## config.mk

```make
export PLATFORM = sky130hd
export DESIGN_NAME = main
export DESIGN_NICKNAME = d
export VERILOG_FILES = /design/src/pet_bus_pkg.sv /design/src/pet_map_pkg.sv /design/src/address_decoding.sv /design/src/keyboard.sv /design/src/main.sv /design/src/pi_ctl.sv /design/src/spi_bridge.sv /design/src/timing.sv
export SDC_FILE = /design/constraint.sdc
export NUM_CORES = 1
export LEC_CHECK = 0
export BUFFER_PORTS_ARGS = -buffer_cell sky130_fd_sc_hd__buf_2
export CORE_MARGIN = 4
export CORE_UTILIZATION = 54
export CTS_CLUSTER_DIAMETER = 150
export CTS_CLUSTER_SIZE = 14
export DETAILED_ROUTE_END_ITERATION = 10
export PLACE_DENSITY = 0.78
export RECOVER_POWER = 100
export SLEW_MARGIN = 30
export SYNTH_ARGS = -nofsm -noshare
export SYNTH_HDL_FRONTEND = slang
export SYNTH_HIERARCHICAL = 1
export SYNTH_SLANG_ARGS = --single-unit
```

## constraint.sdc

```tcl
create_clock -name clk_16_i -period 2.8 [get_ports clk_16_i]
set_clock_uncertainty 0.05 [all_clocks]
set_input_delay 0.42 -clock clk_16_i [delete_from_list [all_inputs] [get_ports clk_16_i]]
set_output_delay 0.42 -clock clk_16_i [all_outputs]
set_load 0.02 [all_outputs]
```

## src/pet_bus_pkg.sv

```systemverilog
// ----------------------------------------
// PET system bus types
// Address and data widths, the pending host
// command and the controller's bus drive set
// ----------------------------------------
package pet_bus_pkg;

    typedef logic [16:0] bus_addr_t;    // Bit 16 selects host-only space
    typedef logic [7:0]  bus_data_t;
    typedef logic [3:0]  slot_cnt_t;    // Position within the 16-cycle frame

    // Host command as assembled by the SPI bridge
    typedef struct packed {
        logic      rw_n;                // 1 = host read, 0 = host write
        bus_addr_t addr;
        bus_data_t data;                // Write data, unused on reads
    } pi_cmd_t;

    // What the controller puts on the shared bus, each with its own enable
    typedef struct packed {
        bus_addr_t addr;
        logic      addr_oe;
        bus_data_t data;
        logic      data_oe;
        logic      rw_n;
        logic      rw_oe;
    } bus_drive_t;

endpackage

```

## src/pet_map_pkg.sv

```systemverilog
// ----------------------------------------
// PET memory map
// RAM, VRAM, ROM and I/O ranges plus the
// host keyboard and control registers
// ----------------------------------------
package pet_map_pkg;

    localparam pet_bus_pkg::bus_addr_t RAM_TOP         = 17'h0_7FFF;
    localparam pet_bus_pkg::bus_addr_t VRAM_BASE       = 17'h0_8000;
    localparam pet_bus_pkg::bus_addr_t VRAM_TOP        = 17'h0_8FFF;  // 4K window, mirrored
    localparam pet_bus_pkg::bus_addr_t ROM0_BASE       = 17'h0_9000;
    localparam pet_bus_pkg::bus_addr_t ROM0_TOP        = 17'h0_E7FF;
    localparam pet_bus_pkg::bus_addr_t ROM1_BASE       = 17'h0_F000;  // Kernal
    localparam pet_bus_pkg::bus_addr_t ROM1_TOP        = 17'h0_FFFF;
    localparam pet_bus_pkg::bus_addr_t IO_BASE         = 17'h0_E800;  // One 256 byte page
    localparam pet_bus_pkg::bus_addr_t PIA1_BASE       = 17'h0_E810;
    localparam pet_bus_pkg::bus_addr_t PIA2_BASE       = 17'h0_E820;
    localparam pet_bus_pkg::bus_addr_t VIA_BASE        = 17'h0_E840;
    localparam pet_bus_pkg::bus_addr_t CRTC_BASE       = 17'h0_E880;
    localparam pet_bus_pkg::bus_addr_t KBD_ROW_ADDR    = 17'h0_E810;  // PIA 1 port A
    localparam pet_bus_pkg::bus_addr_t PIA1_PORTB_ADDR = 17'h0_E812;
    localparam pet_bus_pkg::bus_addr_t KBD_MATRIX_BASE = 17'h1_E800;  // Host side only
    localparam pet_bus_pkg::bus_addr_t CTL_ADDR        = 17'h1_E80F;
    localparam int                     KBD_ROWS        = 10;

    typedef logic [3:0] kbd_row_t;      // Row select from the PIA 1 port A nibble

    // Host control register, low two bits of CTL_ADDR
    typedef struct packed {
        logic run;                      // Drives CPU ready
        logic hold_reset;               // Holds CPU reset asserted
    } ctl_bits_t;

endpackage

```

## src/address_decoding.sv

```systemverilog
// ----------------------------------------
// PET address decoder
// Chip enables plus read-only and VRAM
// mirror flags for one bus address
// ----------------------------------------
module address_decoding (
    input  pet_bus_pkg::bus_addr_t addr_i,
    output logic                   ram_enable_o,
    output logic                   io_enable_o,      // $E8xx page
    output logic                   pia1_enable_o,
    output logic                   pia2_enable_o,
    output logic                   via_enable_o,
    output logic                   crtc_enable_o,
    output logic                   is_readonly_o,    // ROM image held in RAM
    output logic                   is_mirrored_o     // VRAM, A11/A10 forced low
);
    import pet_map_pkg::*;

    logic in_ram;
    logic in_vram;
    logic in_rom;
    logic in_io;

    assign in_ram  = (addr_i <= RAM_TOP);
    assign in_vram = (addr_i >= VRAM_BASE) && (addr_i <= VRAM_TOP);
    assign in_rom  = ((addr_i >= ROM0_BASE) && (addr_i <= ROM0_TOP))
                     || ((addr_i >= ROM1_BASE) && (addr_i <= ROM1_TOP));
    assign in_io   = (addr_i[16:8] == IO_BASE[16:8]);

    assign ram_enable_o  = addr_i[16] || in_ram || in_vram || in_rom;  // Host space is all RAM
    assign io_enable_o   = in_io;
    assign is_readonly_o = in_rom;
    assign is_mirrored_o = in_vram;

    // PET decodes the I/O page partially, one address bit per chip
    assign pia1_enable_o = in_io && |(addr_i[7:0] & PIA1_BASE[7:0]);
    assign pia2_enable_o = in_io && |(addr_i[7:0] & PIA2_BASE[7:0]);
    assign via_enable_o  = in_io && |(addr_i[7:0] & VIA_BASE[7:0]);
    assign crtc_enable_o = in_io && |(addr_i[7:0] & CRTC_BASE[7:0]);

endmodule

```

## src/keyboard.sv

```systemverilog
// ----------------------------------------
// Keyboard matrix
// Host fills the rows; CPU reads of PIA 1
// port B return the selected row
// ----------------------------------------
module keyboard (
    input  logic                   clk_16_i,
    input  logic                   rst_n_i,
    input  pet_bus_pkg::pi_cmd_t   pi_cmd_i,
    input  logic                   pi_write_i,
    input  pet_bus_pkg::bus_addr_t cpu_addr_i,
    input  pet_bus_pkg::bus_data_t cpu_data_i,
    input  logic                   cpu_rw_n_i,
    input  logic                   cpu_enable_i,     // CPU slot with CPU running
    input  logic                   pia1_enable_i,
    output pet_bus_pkg::bus_data_t kbd_data_o,
    output logic                   kbd_enable_o      // Overrides PIA 1 on the bus
);
    import pet_bus_pkg::*;
    import pet_map_pkg::*;

    bus_data_t matrix [KBD_ROWS];  // Active low, 0 = key down
    kbd_row_t  row_sel;
    bus_addr_t host_off;           // Host address relative to row 0
    logic      pia1_access;

    assign host_off    = pi_cmd_i.addr - KBD_MATRIX_BASE;
    assign pia1_access = cpu_enable_i && pia1_enable_i;

    always_ff @(posedge clk_16_i or negedge rst_n_i) begin
        if (!rst_n_i) begin
            matrix  <= '{default: 8'hFF};              // No keys down
            row_sel <= '0;
        end else begin
            if (pi_write_i && (host_off < KBD_ROWS))
                matrix[host_off[3:0]] <= pi_cmd_i.data;
            if (pia1_access && !cpu_rw_n_i && (cpu_addr_i == KBD_ROW_ADDR))
                row_sel <= cpu_data_i[3:0];            // Low nibble picks the row
        end
    end

    // Rows 10 to 15 do not exist
    assign kbd_data_o   = (row_sel < KBD_ROWS) ? matrix[row_sel] : 8'hFF;
    assign kbd_enable_o = pia1_access && cpu_rw_n_i && (cpu_addr_i == PIA1_PORTB_ADDR);

endmodule

```

## src/main.sv

```systemverilog
// ----------------------------------------
// PET bus controller top level
// Shares the system bus between CPU and
// host, decodes selects and steers drive
// ----------------------------------------
module main (
    input  logic                    clk_16_i,       // 16 MHz system clock
    input  logic                    rst_n_i,
    input  logic                    spi_sclk_i,
    input  logic                    spi_cs_ni,
    input  logic                    spi_rx_i,
    input  pet_bus_pkg::bus_addr_t  bus_addr_i,     // Sensed from the pads
    input  pet_bus_pkg::bus_data_t  bus_data_i,
    input  logic                    bus_rw_n_i,     // 0 = write
    output logic                    spi_tx_o,
    output logic                    spi_done_no,    // Low when the host access is done
    output pet_bus_pkg::bus_drive_t bus_drive_o,    // To the pad buffers
    output logic [11:10]            ram_addr_o,     // RAM A11/A10, intercepted for mirroring
    output logic                    clk_cpu_o,      // 1 MHz phase 2
    output logic                    cpu_res_n_o,
    output logic                    cpu_ready_o,
    output logic                    cpu_en_no,
    output logic                    ram_ce_no,
    output logic                    ram_oe_no,
    output logic                    ram_we_no,
    output logic                    pia1_cs2_no,
    output logic                    pia2_cs2_no,
    output logic                    via_cs2_no,
    output logic                    io_oe_no
);
    import pet_bus_pkg::*;

    pi_cmd_t   pi_cmd;
    logic      pi_valid;
    logic      pi_done;
    logic      spi_done;
    bus_data_t pi_rd_data;     // Returned to the host on its next frame
    logic      cpu_enable;
    logic      cpu_en;         // CPU slot and CPU allowed to run
    logic      pi_select;
    logic      pi_read;
    logic      pi_write;
    logic      ram_enable;
    logic      io_enable;
    logic      pia1_enable;
    logic      pia2_enable;
    logic      via_enable;
    logic      is_readonly;
    logic      is_mirrored;
    bus_data_t kbd_data;
    logic      kbd_enable;

    spi_bridge u_spi_bridge (
        .clk_16_i, .rst_n_i, .spi_sclk_i, .spi_cs_ni, .spi_rx_i, .spi_tx_o,
        .pi_rd_data_i(pi_rd_data), .pi_done_i(pi_done),
        .pi_cmd_o(pi_cmd), .pi_valid_o(pi_valid), .spi_done_o(spi_done)
    );

    timing u_timing (
        .clk_16_i, .rst_n_i, .clk_cpu_o,
        .pi_valid_i(pi_valid), .pi_rw_n_i(pi_cmd.rw_n), .cpu_enable_o(cpu_enable),
        .pi_select_o(pi_select), .pi_read_o(pi_read), .pi_write_o(pi_write),
        .pi_done_o(pi_done)
    );

    address_decoding u_decode (
        .addr_i(bus_addr_i), .ram_enable_o(ram_enable), .io_enable_o(io_enable),
        .pia1_enable_o(pia1_enable), .pia2_enable_o(pia2_enable), .via_enable_o(via_enable),
        .crtc_enable_o(),      // CRTC sits outside this controller
        .is_readonly_o(is_readonly), .is_mirrored_o(is_mirrored)
    );

    keyboard u_keyboard (
        .clk_16_i, .rst_n_i, .pi_cmd_i(pi_cmd), .pi_write_i(pi_write),
        .cpu_addr_i(bus_addr_i), .cpu_data_i(bus_data_i), .cpu_rw_n_i(bus_rw_n_i),
        .cpu_enable_i(cpu_en), .pia1_enable_i(pia1_enable),
        .kbd_data_o(kbd_data), .kbd_enable_o(kbd_enable)
    );

    pi_ctl u_pi_ctl (
        .clk_16_i, .rst_n_i, .pi_cmd_i(pi_cmd), .pi_write_i(pi_write),
        .cpu_res_n_o, .cpu_ready_o
    );

    assign cpu_en      = cpu_enable && cpu_ready_o;
    assign cpu_en_no   = ~cpu_en;
    assign spi_done_no = ~spi_done;

    // Keyboard intercept keeps PIA 1 and the I/O buffer off the data bus
    assign pia1_cs2_no = ~(pia1_enable && !kbd_enable && cpu_en);
    assign pia2_cs2_no = ~(pia2_enable && cpu_en);
    assign via_cs2_no  = ~(via_enable && cpu_en);
    assign io_oe_no    = ~(io_enable && !kbd_enable && cpu_en);

    assign ram_ce_no = ~((ram_enable && cpu_en) || pi_select);
    assign ram_oe_no = ~(pi_read || (cpu_en && bus_rw_n_i));
    assign ram_we_no = ~(pi_write || (cpu_en && !bus_rw_n_i && !is_readonly));  // ROM protected

    // Host sees all of RAM, CPU sees VRAM folded onto its first 1K
    assign ram_addr_o = pi_select   ? pi_cmd.addr[11:10] :
                        is_mirrored ? 2'b00 : bus_addr_i[11:10];

    always_comb begin
        bus_drive_o = '0;                     // Released, CPU or RAM drives
        if (pi_select) begin
            bus_drive_o.addr    = pi_cmd.addr;
            bus_drive_o.addr_oe = 1'b1;
            bus_drive_o.rw_n    = ~pi_write;
            bus_drive_o.rw_oe   = 1'b1;
        end
        if (pi_write) begin
            bus_drive_o.data    = pi_cmd.data;
            bus_drive_o.data_oe = 1'b1;
        end else if (kbd_enable) begin
            bus_drive_o.data    = kbd_data;   // Port B read answered from the matrix
            bus_drive_o.data_oe = 1'b1;
        end
    end

    always_ff @(posedge clk_16_i) begin
        if (pi_read)
            pi_rd_data <= bus_data_i;         // Count 4 sample is the one kept
    end

endmodule

```

## src/pi_ctl.sv

```systemverilog
// ----------------------------------------
// Host control register
// Holds the CPU reset and ready lines
// ----------------------------------------
module pi_ctl (
    input  logic                 clk_16_i,
    input  logic                 rst_n_i,
    input  pet_bus_pkg::pi_cmd_t pi_cmd_i,
    input  logic                 pi_write_i,
    output logic                 cpu_res_n_o,
    output logic                 cpu_ready_o     // 1 = run, 0 = halt
);
    import pet_map_pkg::*;

    ctl_bits_t ctl_q;

    always_ff @(posedge clk_16_i or negedge rst_n_i) begin
        if (!rst_n_i)
            ctl_q <= '{run: 1'b0, hold_reset: 1'b1};  // CPU held until the host lets go
        else if (pi_write_i && (pi_cmd_i.addr == CTL_ADDR))
            ctl_q <= ctl_bits_t'(pi_cmd_i.data[1:0]);
    end

    assign cpu_res_n_o = ~ctl_q.hold_reset;
    assign cpu_ready_o = ctl_q.run;

endmodule

```

## src/spi_bridge.sv

```systemverilog
// ----------------------------------------
// SPI mode-0 slave for the host link
// Builds read/write commands, returns the
// byte from the previous read in byte 0
// ----------------------------------------
module spi_bridge (
    input  logic                   clk_16_i,       // 16 MHz system clock
    input  logic                   rst_n_i,
    input  logic                   spi_sclk_i,     // Host SCLK, asynchronous
    input  logic                   spi_cs_ni,
    input  logic                   spi_rx_i,       // MOSI
    input  pet_bus_pkg::bus_data_t pi_rd_data_i,   // Byte captured by the last host read
    input  logic                   pi_done_i,      // Host slot finished
    output logic                   spi_tx_o,       // MISO
    output pet_bus_pkg::pi_cmd_t   pi_cmd_o,
    output logic                   pi_valid_o,     // Command pending until done
    output logic                   spi_done_o
);
    import pet_bus_pkg::*;

    logic [2:0]  sclk_q;        // Two sync stages plus edge history
    logic [2:0]  cs_q;
    logic [1:0]  rx_q;          // Same depth as sclk so data lines up with the edge
    logic [2:0]  bit_cnt;
    logic [2:0]  byte_cnt;      // Saturates at 7
    logic [31:0] rx_sreg;
    bus_data_t   tx_sreg;
    logic [23:0] hdr;           // Bytes 0 to 2 of the frame
    logic        sclk_rise;
    logic        sclk_fall;
    logic        cs_fall;
    logic        cs_rise;
    logic        accept;

    assign sclk_rise = sclk_q[1] & ~sclk_q[2];
    assign sclk_fall = ~sclk_q[1] & sclk_q[2];
    assign cs_fall   = ~cs_q[1] & cs_q[2];
    assign cs_rise   = cs_q[1] & ~cs_q[2];
    assign hdr       = (byte_cnt == 3'd4) ? rx_sreg[31:8] : rx_sreg[23:0];
    assign spi_tx_o  = tx_sreg[7];                // MSB first

    // Whole 3 or 4 byte frame, and nothing already waiting for the bus
    assign accept = cs_rise && !pi_valid_o && (bit_cnt == 3'd0)
                    && (byte_cnt == 3'd3 || byte_cnt == 3'd4);

    always_ff @(posedge clk_16_i or negedge rst_n_i) begin
        if (!rst_n_i) begin
            sclk_q <= '0;
            cs_q   <= '1;                          // Deselected
            rx_q   <= '0;
        end else begin
            sclk_q <= {sclk_q[1:0], spi_sclk_i};
            cs_q   <= {cs_q[1:0], spi_cs_ni};
            rx_q   <= {rx_q[0], spi_rx_i};
        end
    end

    always_ff @(posedge clk_16_i or negedge rst_n_i) begin
        if (!rst_n_i) begin
            bit_cnt  <= '0;
            byte_cnt <= '0;
        end else if (cs_fall) begin
            bit_cnt  <= '0;                        // New frame
            byte_cnt <= '0;
        end else if (sclk_rise && !cs_q[1]) begin
            bit_cnt <= bit_cnt + 3'd1;
            if (bit_cnt == 3'd7 && byte_cnt != 3'd7)
                byte_cnt <= byte_cnt + 3'd1;
        end
    end

    always_ff @(posedge clk_16_i) begin
        if (sclk_rise && !cs_q[1])
            rx_sreg <= {rx_sreg[30:0], rx_q[1]};   // Sample on rising SCLK
    end

    // Read data goes out during byte 0, zeros after that
    always_ff @(posedge clk_16_i or negedge rst_n_i) begin
        if (!rst_n_i)
            tx_sreg <= '0;
        else if (cs_fall)
            tx_sreg <= pi_rd_data_i;
        else if (sclk_fall && !cs_q[1])
            tx_sreg <= {tx_sreg[6:0], 1'b0};        // Next bit ready before rising SCLK
    end

    always_ff @(posedge clk_16_i or negedge rst_n_i) begin
        if (!rst_n_i) begin
            pi_valid_o <= 1'b0;
            spi_done_o <= 1'b0;
        end else begin
            if (pi_done_i) begin
                pi_valid_o <= 1'b0;
                spi_done_o <= 1'b1;                // Held until next CS fall
            end else if (accept) begin
                pi_valid_o <= 1'b1;
            end
            if (cs_fall)
                spi_done_o <= 1'b0;
        end
    end

    always_ff @(posedge clk_16_i) begin
        if (accept) begin
            pi_cmd_o.rw_n <= hdr[23];              // Byte 0 bit 7
            pi_cmd_o.addr <= {hdr[16], hdr[15:0]}; // Byte 0 bit 0 is A16
            pi_cmd_o.data <= rx_sreg[7:0];         // Byte 3, meaningless on reads
        end
    end

endmodule

```

## src/timing.sv

```systemverilog
// ----------------------------------------
// Bus slot timer
// 16-cycle frame: host slot at counts 2-5,
// CPU slot and phase 2 at counts 8-15
// ----------------------------------------
module timing (
    input  logic clk_16_i,          // 16 MHz system clock
    input  logic rst_n_i,
    input  logic pi_valid_i,        // Host command pending
    input  logic pi_rw_n_i,
    output logic clk_cpu_o,         // 1 MHz CPU clock
    output logic cpu_enable_o,      // CPU owns the bus
    output logic pi_select_o,       // Host owns the bus
    output logic pi_read_o,
    output logic pi_write_o,
    output logic pi_done_o          // One clock at count 5
);
    import pet_bus_pkg::*;

    typedef enum logic [1:0] {
        PI_IDLE,
        PI_ACCESS,                  // Counts 2 to 4
        PI_DONE                     // Count 5
    } pi_state_t;

    slot_cnt_t cnt;
    slot_cnt_t cnt_next;
    pi_state_t state;
    pi_state_t state_next;
    logic      strobe_next;         // Read/write window, counts 3 to 4

    assign cnt_next    = cnt + 4'd1;
    assign strobe_next = (state_next == PI_ACCESS) && (cnt_next != 4'd2);

    always_comb begin
        state_next = state;
        case (state)
            PI_IDLE:   if (cnt == 4'd1 && pi_valid_i) state_next = PI_ACCESS;  // Only claim point
            PI_ACCESS: if (cnt == 4'd4) state_next = PI_DONE;
            default:   state_next = PI_IDLE;
        endcase
    end

    // Outputs decoded from next values so each one comes straight off a flop
    always_ff @(posedge clk_16_i or negedge rst_n_i) begin
        if (!rst_n_i) begin
            cnt          <= '0;
            state        <= PI_IDLE;
            clk_cpu_o    <= 1'b0;
            cpu_enable_o <= 1'b0;
            pi_select_o  <= 1'b0;
            pi_read_o    <= 1'b0;
            pi_write_o   <= 1'b0;
            pi_done_o    <= 1'b0;
        end else begin
            cnt          <= cnt_next;
            state        <= state_next;
            clk_cpu_o    <= cnt_next[3];                  // High for counts 8 to 15
            cpu_enable_o <= cnt_next[3];                  // Own flop, clock pin stays clean
            pi_select_o  <= (state_next != PI_IDLE);
            pi_read_o    <= strobe_next && pi_rw_n_i;
            pi_write_o   <= strobe_next && !pi_rw_n_i;
            pi_done_o    <= (state_next == PI_DONE);
        end
    end

endmodule
```

==> key figures, run 1 <==
Run status
  – Status: finished, violations left
  – Failing checks: setup timing

Clocking
  – Sink Count: 186
  – Worst-Skew Late Latency: 430 ps
  – Clock transition at path regs: 70 ps
  – H-tree depth: 4
  – Clock root cell: clkbuf_16
  – CTS tree: built
  – CTS Buf Count: 17
  – Clock Path Buffers: 2

Floorplan
  – Die X: 132 um
  – Core Area: 15100 um^2
  – Die area: 17500 um^2
  – Die Y: 132 um
  – Starting Density: 55.1%
  – # IOs: 75
  – # rows: 45

Setup path
  – Worst Setup EP: bus_drive_o[6]
  – WP depth: 10
  – Startpoint types: input pin
  – CP Class: input pin to output pin
  – Critical Path RT: 2330 ps
  – FF-to-FF setup slack: 240 ps
  – CP Buf/Inv Count: 3
  – Crit-path cells: buf_6, or3_4, nor4_4, nor4bb_1, nand3_1, nor3_2, nor2b_2, buf_6, a22o_1, buf_6
  – Top delay family on crit path: simple AND/OR/NAND/NOR gates
  – FF-to-FF Start: u_spi_bridge/pi_cmd_o[17]$_DFFE_PP_
  – R2R Path End: u_keyboard/matrix[49]$_DFFE_PN1P_
  – Critical path endpoint category: output pin
  – CP max stage delay: 410 ps
  – Crit path DAT: 2480 ps
  – Cell mode on critical path: buf_6
  – Crit path launch: bus_addr_i[9]
  – Slowest cell on the critical path: or3_4
  – CP Max Fanout: 7
  – R2R depth: 5

Layout
  – Filler cells: 1086
  – Share of cells above drive strength 1: 50.5%
  – Commonest cells after routing, fill and taps aside: 103 x mux2_2, 82 x dfstp_2, 66 x edfxtp_1, 37 x buf_2, 35 x dfrtp_1
  – Most common cell after layout, fill and taps aside: mux2_2
  – Reg area: 5090 um^2
  – Nets: 689
  – Final Non-Filler Cells: 849
  – Final Util: 63.8%
  – Area occupied by multi-input gates: 3040 um^2
  – Area grow syn2layout: 15.7%
  – N_diodes: 0
  – Fin area: 9660 um^2

Place
  – GPL Wtd Cong: 0.864
  – Dpl cells: 810
  – # port buffers: 74
  – DP Area: 9000 um^2
  – DP HPWL: 12000 um

Power
  – Peak VDD IR: 0.489 mV
  – Pwr dens: 561 nW/um^2
  – Lkg Pwr: 3.93 nW
  – Total power: 0.00541 W

Route
  – Residual DRC: 0
  – DR iter-0 viols: 348
  – Via-per-instance ratio: 5.95
  – Drt pass-1 iters: 5
  – DR WL/cell: 21.3 um
  – Final WL: 18100 um
  – Vias: 5055
  – ANT nets after route: 0

Global routing
  – Grt ovf: 0
  – Initial antenna violation count: 0
  – Largest net degree at the start of global routing: 50
  – Vias in the first global route: 5449
  – GRT Total Usage: 21.3%
  – First-pass GRT wire length: 29000 um

Timing
  – Worst Tran Pin Value: 1250 ps
  – Max Slew Vio Count: 0
  – Fin worst setup slack: -150 ps
  – Final hold vios: 0
  – Peak Freq: 0.339 GHz
  – # setup viols final: 10
  – Fin crit share: 105%
  – TNS Setup: -1240 ps
  – RSZ-0062 raised after global routing: yes
  – Min Clock Period, post-route: 2950 ps
  – Slew margin rel.: 16.7%

Min path
  – WHS Path Cells: 1
  – Hold crit path type: input pin to flip-flop
  – Hold Path Origin: spi_cs_ni

Synthesis
  – Synth Net Count: 595
  – Cell count after synthesis: 554
  – Mapped Area: 8350 um^2
  – Yosys warns: 6
  – Syn_area_per_cell: 15.1 um^2

Flow run
  – Max cap viols: 0
==> state kept, by name, summed over array words and instances, names as in the netlist, 2 cells and up <==
| signal | cells |
|---|---|
| u_spi_bridge/tx_sreg | 8 |
| u_spi_bridge/byte_cnt | 3 |
| u_spi_bridge/sclk_q | 3 |
| u_keyboard/row_sel | 4 |
| u_spi_bridge/rx_q | 2 |
| u_timing/cnt | 4 |
| u_keyboard/matrix | 80 |
| u_spi_bridge/pi_cmd_o | 26 |
| u_spi_bridge/rx_sreg | 32 |
| u_spi_bridge/cs_q | 3 |
| u_spi_bridge/bit_cnt | 3 |
| u_timing/state | 2 |
| pi_rd_data | 8 |
==> cell type report <==
cell class	count	area share, %
sequential	186	52.7
inverter	15	0.622
clock inverter	15	1.56
multi-input combinational	322	31.5
clock buffer	17	4.41
timing repair buffer	106	6.78
tap	188	2.44
==> repair_timing <==
item,CTS,global route
hold endpoints to repair,31,0
pin swaps,6,4
endpoints found under the setup margin,11,10
buffers inserted,3,3
resized for setup,20,7
hold buffers,1,0
==> metrics by stage <==
stage / hold WS [ps] / worst slack, ps
3_3_place_gp: 283 / -250
6_report: 37.9 / -150
4_1_cts: 18.1 / -25.5
5_1_grt: 21.1 / -295
3_5_place_dp: 296 / -405
2_1_floorplan: 74.4 / -22.5
==> how the worst min path moves through the flow <==
stage | to | slack [ps]
finish | u_spi_bridge/cs_q[0]$_DFF_PN1_ | 40
global route | u_spi_bridge/cs_q[0]$_DFF_PN1_ | 20
CTS | u_spi_bridge/cs_q[0]$_DFF_PN1_ | 20
detailed placement | u_spi_bridge/rx_q[1]$_DFF_PN0_ | 300
global placement | u_spi_bridge/sclk_q[1]$_DFF_PN0_ | 280
floorplan | u_keyboard/row_sel[0]$_DFFE_PN0P_ | 70
==> power breakdown <==
group	switching, W	internal [W]
combinational	0.000107	0.0000752
clock	0.00101	0.00131
sequential	0.0000373	0.00287
==> layer usage <==
metal / track usage [%] / vias to the layer above / wire length (um)
met5: 0 / - / 0
met4: 7.85 / 0 / 377
met3: 3.78 / 31 / 848
met2: 34.9 / 157 / 8960
met1: 28.8 / 2620 / 7920
li1: - / 2247 / -
Power figures use the tool's default switching activity.
==> run 2, diff against run 1 <==
- CELL_PAD_IN_SITES_DETAIL_PLACEMENT: default -> 1
- CELL_PAD_IN_SITES_GLOBAL_PLACEMENT: default -> 2
- CORE_UTILIZATION: 54 -> 39
- MAX_ROUTING_LAYER: default -> met4
- PLACE_DENSITY: 0.78 -> default
- PLACE_DENSITY_LB_ADDON: default -> 0.1
==> run 2 against run 1 <==
Compared with the run above:
- the run still ends with setup timing left
- combinational power is 2% higher
- utilization is 17 points lower
- maximum frequency is 1.6% higher
- sequential power hardly changed
- highest routed layer unchanged
- clock-buffer cell count stayed put
- largest power group unchanged
==> key figures, run 2 (synthesis gave the netlist of run 1 again) <==
Setup path
  – Slowest cell on the critical path: or3b_4
  – CP Class: input pin to output pin
  – Crit-path cells: buf_6, or3b_4, nor4_4, nor4bb_4, nand3_2, nor3_4, buf_4, buf_6, and3b_2, nand2_2, buf_6
  – Startpoint types: input pin
  – Top delay family on crit path: simple AND/OR/NAND/NOR gates
  – CP Max Fanout: 3 (-4)
  – CP max stage delay: 400 ps (about the same)
  – Critical path endpoint category: output pin
  – R2R depth: 4 (-1)
  – Critical Path RT: 2330 ps (about the same)
  – Crit path DAT: 2430 ps (-50 ps)
  – Cell mode on critical path: buf_6
  – FF-to-FF Start: u_spi_bridge/cs_q[1]$_DFF_PN1_
  – R2R Path End: u_spi_bridge/bit_cnt[0]$_DFFE_PN0P_
  – FF-to-FF setup slack: 140 ps (-100 ps)
  – CP Buf/Inv Count: 4 (+1)

Timing
  – Fin crit share: 104% (-1.7 points)
  – Min Clock Period, post-route: 2900 ps (-47.1 ps)
  – Hold slack: 32.5 ps (-5.43 ps)
  – Peak Freq: 0.344 GHz (+1.6%)
  – Final hold vios: 0 (unchanged)
  – Slew margin rel.: 10.6% (-6.1 points)
  – RSZ-0062 raised after global routing: yes
  – # setup viols final: 10 (unchanged)
  – Fin worst setup slack: -103 ps (+47.1 ps)
  – Worst Tran Pin Value: 1340 ps (+91.4 ps)
  – Max Slew Vio Count: 0 (unchanged)

Route
  – Residual DRC: 0 (unchanged)
  – Via-per-instance ratio: 5.31 (-11%)
  – Vias: 5004 (-1.0%)
  – Final WL: 20900 um (+15%)
  – DR iter-0 viols: 239 (-31%)
  – DR WL/cell: 22.1 um (+3.8%)
  – ANT nets after route: 0 (unchanged)
  – Drt pass-1 iters: 4 (-1)

Global routing
  – GRT Total Usage: 18.8% (-2.5 points)
  – Vias in the first global route: 5559 (+2.0%)
  – First-pass GRT wire length: 33300 um (+15%)
  – Grt ovf: 0 (unchanged)
  – Largest net degree at the start of global routing: 53 (+6.0%)
  – Initial antenna violation count: 0 (unchanged)

Layout
  – Share of cells above drive strength 1: 51.6% (+1.1 points)
  – Biggest registers after layout: u_keyboard/matrix (80), u_spi_bridge/rx_sreg (32), u_spi_bridge/pi_cmd_o (26)
  – Area grow syn2layout: 18.9%
  – Final Util: 47.2% (-17 points)
  – N_diodes: 0 (unchanged)
  – Nets: 696 (+1.0%)
  – Most common cell after layout, fill and taps aside: mux2_2
  – Commonest cells after routing, fill and taps aside: 103 x mux2_2, 82 x dfstp_2, 66 x edfxtp_1, 36 x dfrtp_1, 33 x buf_2
  – Largest Register: u_keyboard/matrix
  – Max reg flops: 80 (unchanged)

Clocking
  – Worst-Skew Late Latency: 430 ps (about the same)
  – H-tree depth: 4 (unchanged)
  – Sink Count: 186 (unchanged)
  – Clock transition at path regs: 80 ps (about the same)
  – Clock Path Buffers: 2 (unchanged)
  – CTS Buf Count: 17 (unchanged)
  – Clock root cell: clkbuf_16
  – CTS tree: built

Flow run
  – Max cap viols: 0 (unchanged)

Floorplan
  – # rows: 53 (+18%)
  – Die area: 23800 um^2 (+36%)
  – Starting Density: 39.7% (-15 points)
  – Die Y: 154 um (+17%)
  – Core Area: 21000 um^2 (+39%)
  – Die X: 154 um (+17%)
  – # IOs: 75 (unchanged)

Run status
  – Failing checks: setup timing
  – Status: finished, violations left

Place
  – DP HPWL: 14600 um (+22%)
  – GPL Wtd Cong: 0.770 (-11%)
  – # port buffers: 74 (unchanged)

Min path
  – Hold Path Origin: spi_cs_ni
  – Hold EP: u_spi_bridge/cs_q[0]$_DFF_PN1_
  – Hold crit path type: input pin to flip-flop
  – WHS Path Cells: 1 (unchanged)

Power
  – Peak VDD IR: 0.385 mV (-21%)
  – Lkg Pwr: 4.00 nW (+1.9%)
  – Pwr dens: 553 nW/um^2 (-1.3%)
## run 2: cell count changes in the layout (fill, tap and decap cells not counted), sizes merged
cell | previous run | this run
inv | 17 | 23
bufinv | 2 | 0
buf | 76 | 80
clkinvlp | 3 | 1
clkinv | 8 | 6
clkbuf | 46 | 49
## run 2: per-layer routing
metal	vias up	share of wire (%)	global-route usage [%]
li1	2265	-	-
met2	101	49	29.3
met3	25	3.4	3.55
met1	2613	46	25.6
met5	-	0	-
met4	0	1.2	4.71
## run 2: where the power goes
group          switching, W  internal (W)  total (W)  leakage, nW
Combinational      0.000111     0.0000746   0.000186         1.77
Clock               0.00119       0.00121    0.00240        0.291
Sequential        0.0000408       0.00287    0.00291         1.93
Total               0.00134       0.00415    0.00549         4.00
## run 2: repair_timing
| item | in CTS | in global routing |
|---|---|---|
| setup endpoints to repair | 11 | 11 |
| setup buffers | 1 | 1 |
| pin swaps | 8 | 9 |
| resized for setup | 28 | 13 |
| hold buffers | 1 | 0 |
| gates cloned | 0 | 0 |
| endpoints found under the hold margin | 6 | 0 |
## run 2: how the worst max path moves through the flow
| stage | start | cells after the start | to | slack [ps] |
|---|---|---|---|---|
| 2_1_floorplan | bus_addr_i[16] | 9 | bus_drive_o[10] | -20 |
| 3_3_place_gp | bus_addr_i[16] | 10 | bus_drive_o[6] | -340 |
| 3_5_place_dp | bus_addr_i[16] | 10 | bus_drive_o[3] | -410 |
| 4_1_cts | bus_addr_i[12] | 10 | bus_drive_o[3] | -140 |
| 5_1_grt | bus_addr_i[16] | 11 | pia1_cs2_no | -220 |
| 6_report | bus_addr_i[16] | 11 | io_oe_no | -100 |
## run 2: per-stage QoR
step                power, W  instance area (um^2)  setup TNS (ps)  instances  setup slack (ps)
finish               0.00549                  9920            -772        943              -103
floorplan            0.00303                  8350            -157        554             -22.5
detailed placement   0.00315                  9220           -4270        908              -411
global placement     0.00313                  9220           -3260        908              -337
CTS                  0.00558                  9930           -1020        942              -139
global route         0.00573                  9920           -2380        943              -222
## run 2: cell type report
| class | count | area [um^2] |
|---|---|---|
| inverters | 15 | 60.1 |
| fillers | 2090 | 11100 |
| repair buffers | 113 | 753 |
| flip-flops and latches | 186 | 5090 |
| well taps | 275 | 344 |
| clock buffers | 17 | 425 |
| clock inverters | 15 | 166 |
| multi-input cells | 322 | 3080 |
==> run 3, diff against run 2 <==
- SETUP_SLACK_MARGIN: default -> 0.2
==> run 3 against run 2 <==
Compared with the run above:
- the flow still finishes with violations (setup timing)
- maximum frequency increased by 2.7%
- combinational power about the same
- first-iteration DRC count decreased by 32%
- worst setup slack improved by 78 ps
==> key figures, run 3 (synthesis gave the netlist of run 1 again) <==
Layout
  – Commonest cells after routing, fill and taps aside: 102 x mux2_2, 82 x dfstp_2, 66 x edfxtp_1, 47 x buf_2, 35 x dfrtp_1
  – N_diodes: 0 (unchanged)
  – Largest Register: u_keyboard/matrix
  – Area grow syn2layout: 19.9%
  – Max reg flops: 80 (unchanged)
  – Biggest registers after layout: u_keyboard/matrix (80), u_spi_bridge/rx_sreg (32), u_spi_bridge/pi_cmd_o (26)
  – Filler cells: 2065 (-1.2%)
  – Share of cells above drive strength 1: 54.9% (+3.2 points)
  – Final Util: 47.6% (+0.39 points)
  – Nets: 693 (-0.43%)
  – Most common cell after layout, fill and taps aside: mux2_2

Place
  – # port buffers: 74 (unchanged)
  – DP HPWL: 14200 um (-3.0%)
  – GPL Wtd Cong: 0.745 (-3.3%)

Run status
  – Failing checks: setup timing
  – Status: finished, violations left

Power
  – Peak VDD IR: 0.363 mV (-5.8%)
  – Lkg Pwr: 4.09 nW (+2.2%)
  – Pwr dens: 553 nW/um^2 (about the same)
  – Switching Share: 24.8% (+0.30 points)
  – NetSw: 0.00137 W (+2.1%)
  – Comb pwr share: 3.3% (about the same)
  – Clk pwr share: 44.1% (+0.4 points)
  – Pint: 0.00416 W (+0.39%)
  – Seq pwr share: 52.6% (-0.4 points)

Global routing
  – Vias in the first global route: 5534 (-0.45%)
  – Largest net degree at the start of global routing: 57 (+7.5%)
  – GRT Total Usage: 18.5% (-0.31 points)
  – Initial antenna violation count: 0 (unchanged)
  – First-pass GRT wire length: 32700 um (-1.6%)
  – Grt ovf: 0 (unchanged)

Clocking
  – Clock root cell: clkbuf_16
  – Sink Count: 186 (unchanged)
  – Clock Path Buffers: 2 (unchanged)
  – CTS tree: built
  – H-tree depth: 4 (unchanged)
  – Clock transition at path regs: 70 ps (about the same)
  – CTS Buf Count: 17 (unchanged)
  – Worst-Skew Late Latency: 440 ps (about the same)

Timing
  – Final hold vios: 0 (unchanged)
  – Max Slew Vio Count: 0 (unchanged)
  – Fin worst setup slack: -25.7 ps (+77.5 ps)
  – Slew margin rel.: 19.5% (+8.8 points)
  – Worst Tran Pin Value: 1210 ps (-135 ps)
  – Min Clock Period, post-route: 2830 ps (-77.5 ps)
  – RSZ-0062 raised after global routing: yes
  – Peak Freq: 0.354 GHz (+2.7%)
  – Fin crit share: 101% (-2.8 points)
  – # setup viols final: 7 (-3)
  – TNS Setup: -67.5 ps (+704 ps)

Setup path
  – CP max stage delay: 530 ps (+130 ps)
  – CP Buf/Inv Count: 2 (-2)
  – Slowest cell on the critical path: mux4_2
  – CP Max Fanout: 21 (+18)
  – Crit path DAT: 2360 ps (-70 ps)
  – Top delay family on crit path: compound AO/OA/AOI/OAI gates
  – Crit-path cells: buf_12, mux4_2, o22ai_1, a21oi_1, a22o_4, buf_6
  – Critical path endpoint category: output pin
  – Critical Path RT: 2330 ps (about the same)
  – Startpoint types: flip-flop
  – CP Class: flip-flop to output pin

Route
  – Via-per-instance ratio: 5.30 (-0.20%)
  – DR WL/cell: 22.1 um (about the same)
  – Final WL: 20800 um (-0.39%)
  – DR iter-0 viols: 163 (-32%)
  – Drt pass-1 iters: 4 (unchanged)
  – Residual DRC: 0 (unchanged)
  – Vias: 4978 (-0.52%)
  – ANT nets after route: 0 (unchanged)

Floorplan
  – # rows: 53 (unchanged)
  – Die area: 23800 um^2 (unchanged)
  – Die X: 154 um (unchanged)
  – # IOs: 75 (unchanged)
  – Starting Density: 39.7% (unchanged)
  – Core Area: 21000 um^2 (unchanged)
  – Die Y: 154 um (unchanged)

Min path
  – Hold crit path type: input pin to flip-flop

Flow run
  – Max cap viols: 0 (unchanged)
==> run 3: power by group through the flow <==
| stage | registers, W | logic (W) | clock network (W) |
|---|---|---|---|
| after floorplan | 0.00294 | 0.0000844 | 0 |
| after global placement | 0.00296 | 0.000173 | 0 |
| after detailed placement | 0.00296 | 0.000183 | 0 |
| after CTS | 0.00291 | 0.000192 | 0.00252 |
| after global routing | 0.00291 | 0.000211 | 0.00265 |
| final | 0.00291 | 0.000185 | 0.00244 |
==> run 3: worst paths after layout <==
check                                                     from  depth (start not counted)                                   to  slack [ps]
min                                                  spi_cs_ni                          1       u_spi_bridge/cs_q[0]$_DFF_PN1_          40
max reg2reg                u_spi_bridge/pi_cmd_o[17]$_DFFE_PP_                          6    u_keyboard/matrix[31]$_DFFE_PN1P_         270
min reg2reg                   u_spi_bridge/sclk_q[0]$_DFF_PN0_                          0     u_spi_bridge/sclk_q[1]$_DFF_PN0_         310
min in group asynchronous                              rst_n_i                          2  u_spi_bridge/tx_sreg[5]$_DFFE_PN0P_         650
max in group asynchronous                              rst_n_i                          3       u_spi_bridge/rx_q[1]$_DFF_PN0_         620
max                          u_keyboard/row_sel[0]$_DFFE_PN0P_                          6                       bus_drive_o[7]         -30
==> run 3: repair_timing <==
item                                    CTS  global route
setup buffers                             2             7
pin swaps                                 7             3
hold buffers                              1             0
gates resized for setup                  30            12
endpoints found under the setup margin   11            27
endpoints found under the hold margin    15             0
==> run 3: cell type report <==
type	instances	area, um^2	area share, %
Tap cell	275	344	3.44
Clock buffer	17	425	4.25
Sequential cell	186	5090	50.9
Multi-Input combinational cell	322	3160	31.5
Clock inverter	15	184	1.84
Inverter	15	61.3	0.613
Timing Repair Buffer	110	743	7.43
==> run 3: metal layers <==
layer / share of wire, % / GRT usage [%] / vias up / wire length (um)
li1: - / - / 2261 / -
met1: 46 / 24.1 / 2636 / 9520
met2: 51 / 30.1 / 69 / 10500
met3: 2.8 / 4.11 / 12 / 580
met4: 0.79 / 3.70 / 0 / 165
met5: 0 / - / - / 0
==> run 3: through the flow <==
stage / cells / hold slack (ps) / total power [W] / instance area (um^2) / worst slack (ps)
CTS: 933 / 13.0 / 0.00562 / 9930 / -243
global placement: 898 / 291 / 0.00313 / 9200 / -150
finish: 940 / 37.3 / 0.00553 / 10000 / -25.7
global route: 940 / 13.9 / 0.00577 / 10000 / -113
floorplan: 554 / 74.4 / 0.00303 / 8420 / 217
detailed placement: 898 / 287 / 0.00314 / 9200 / -265
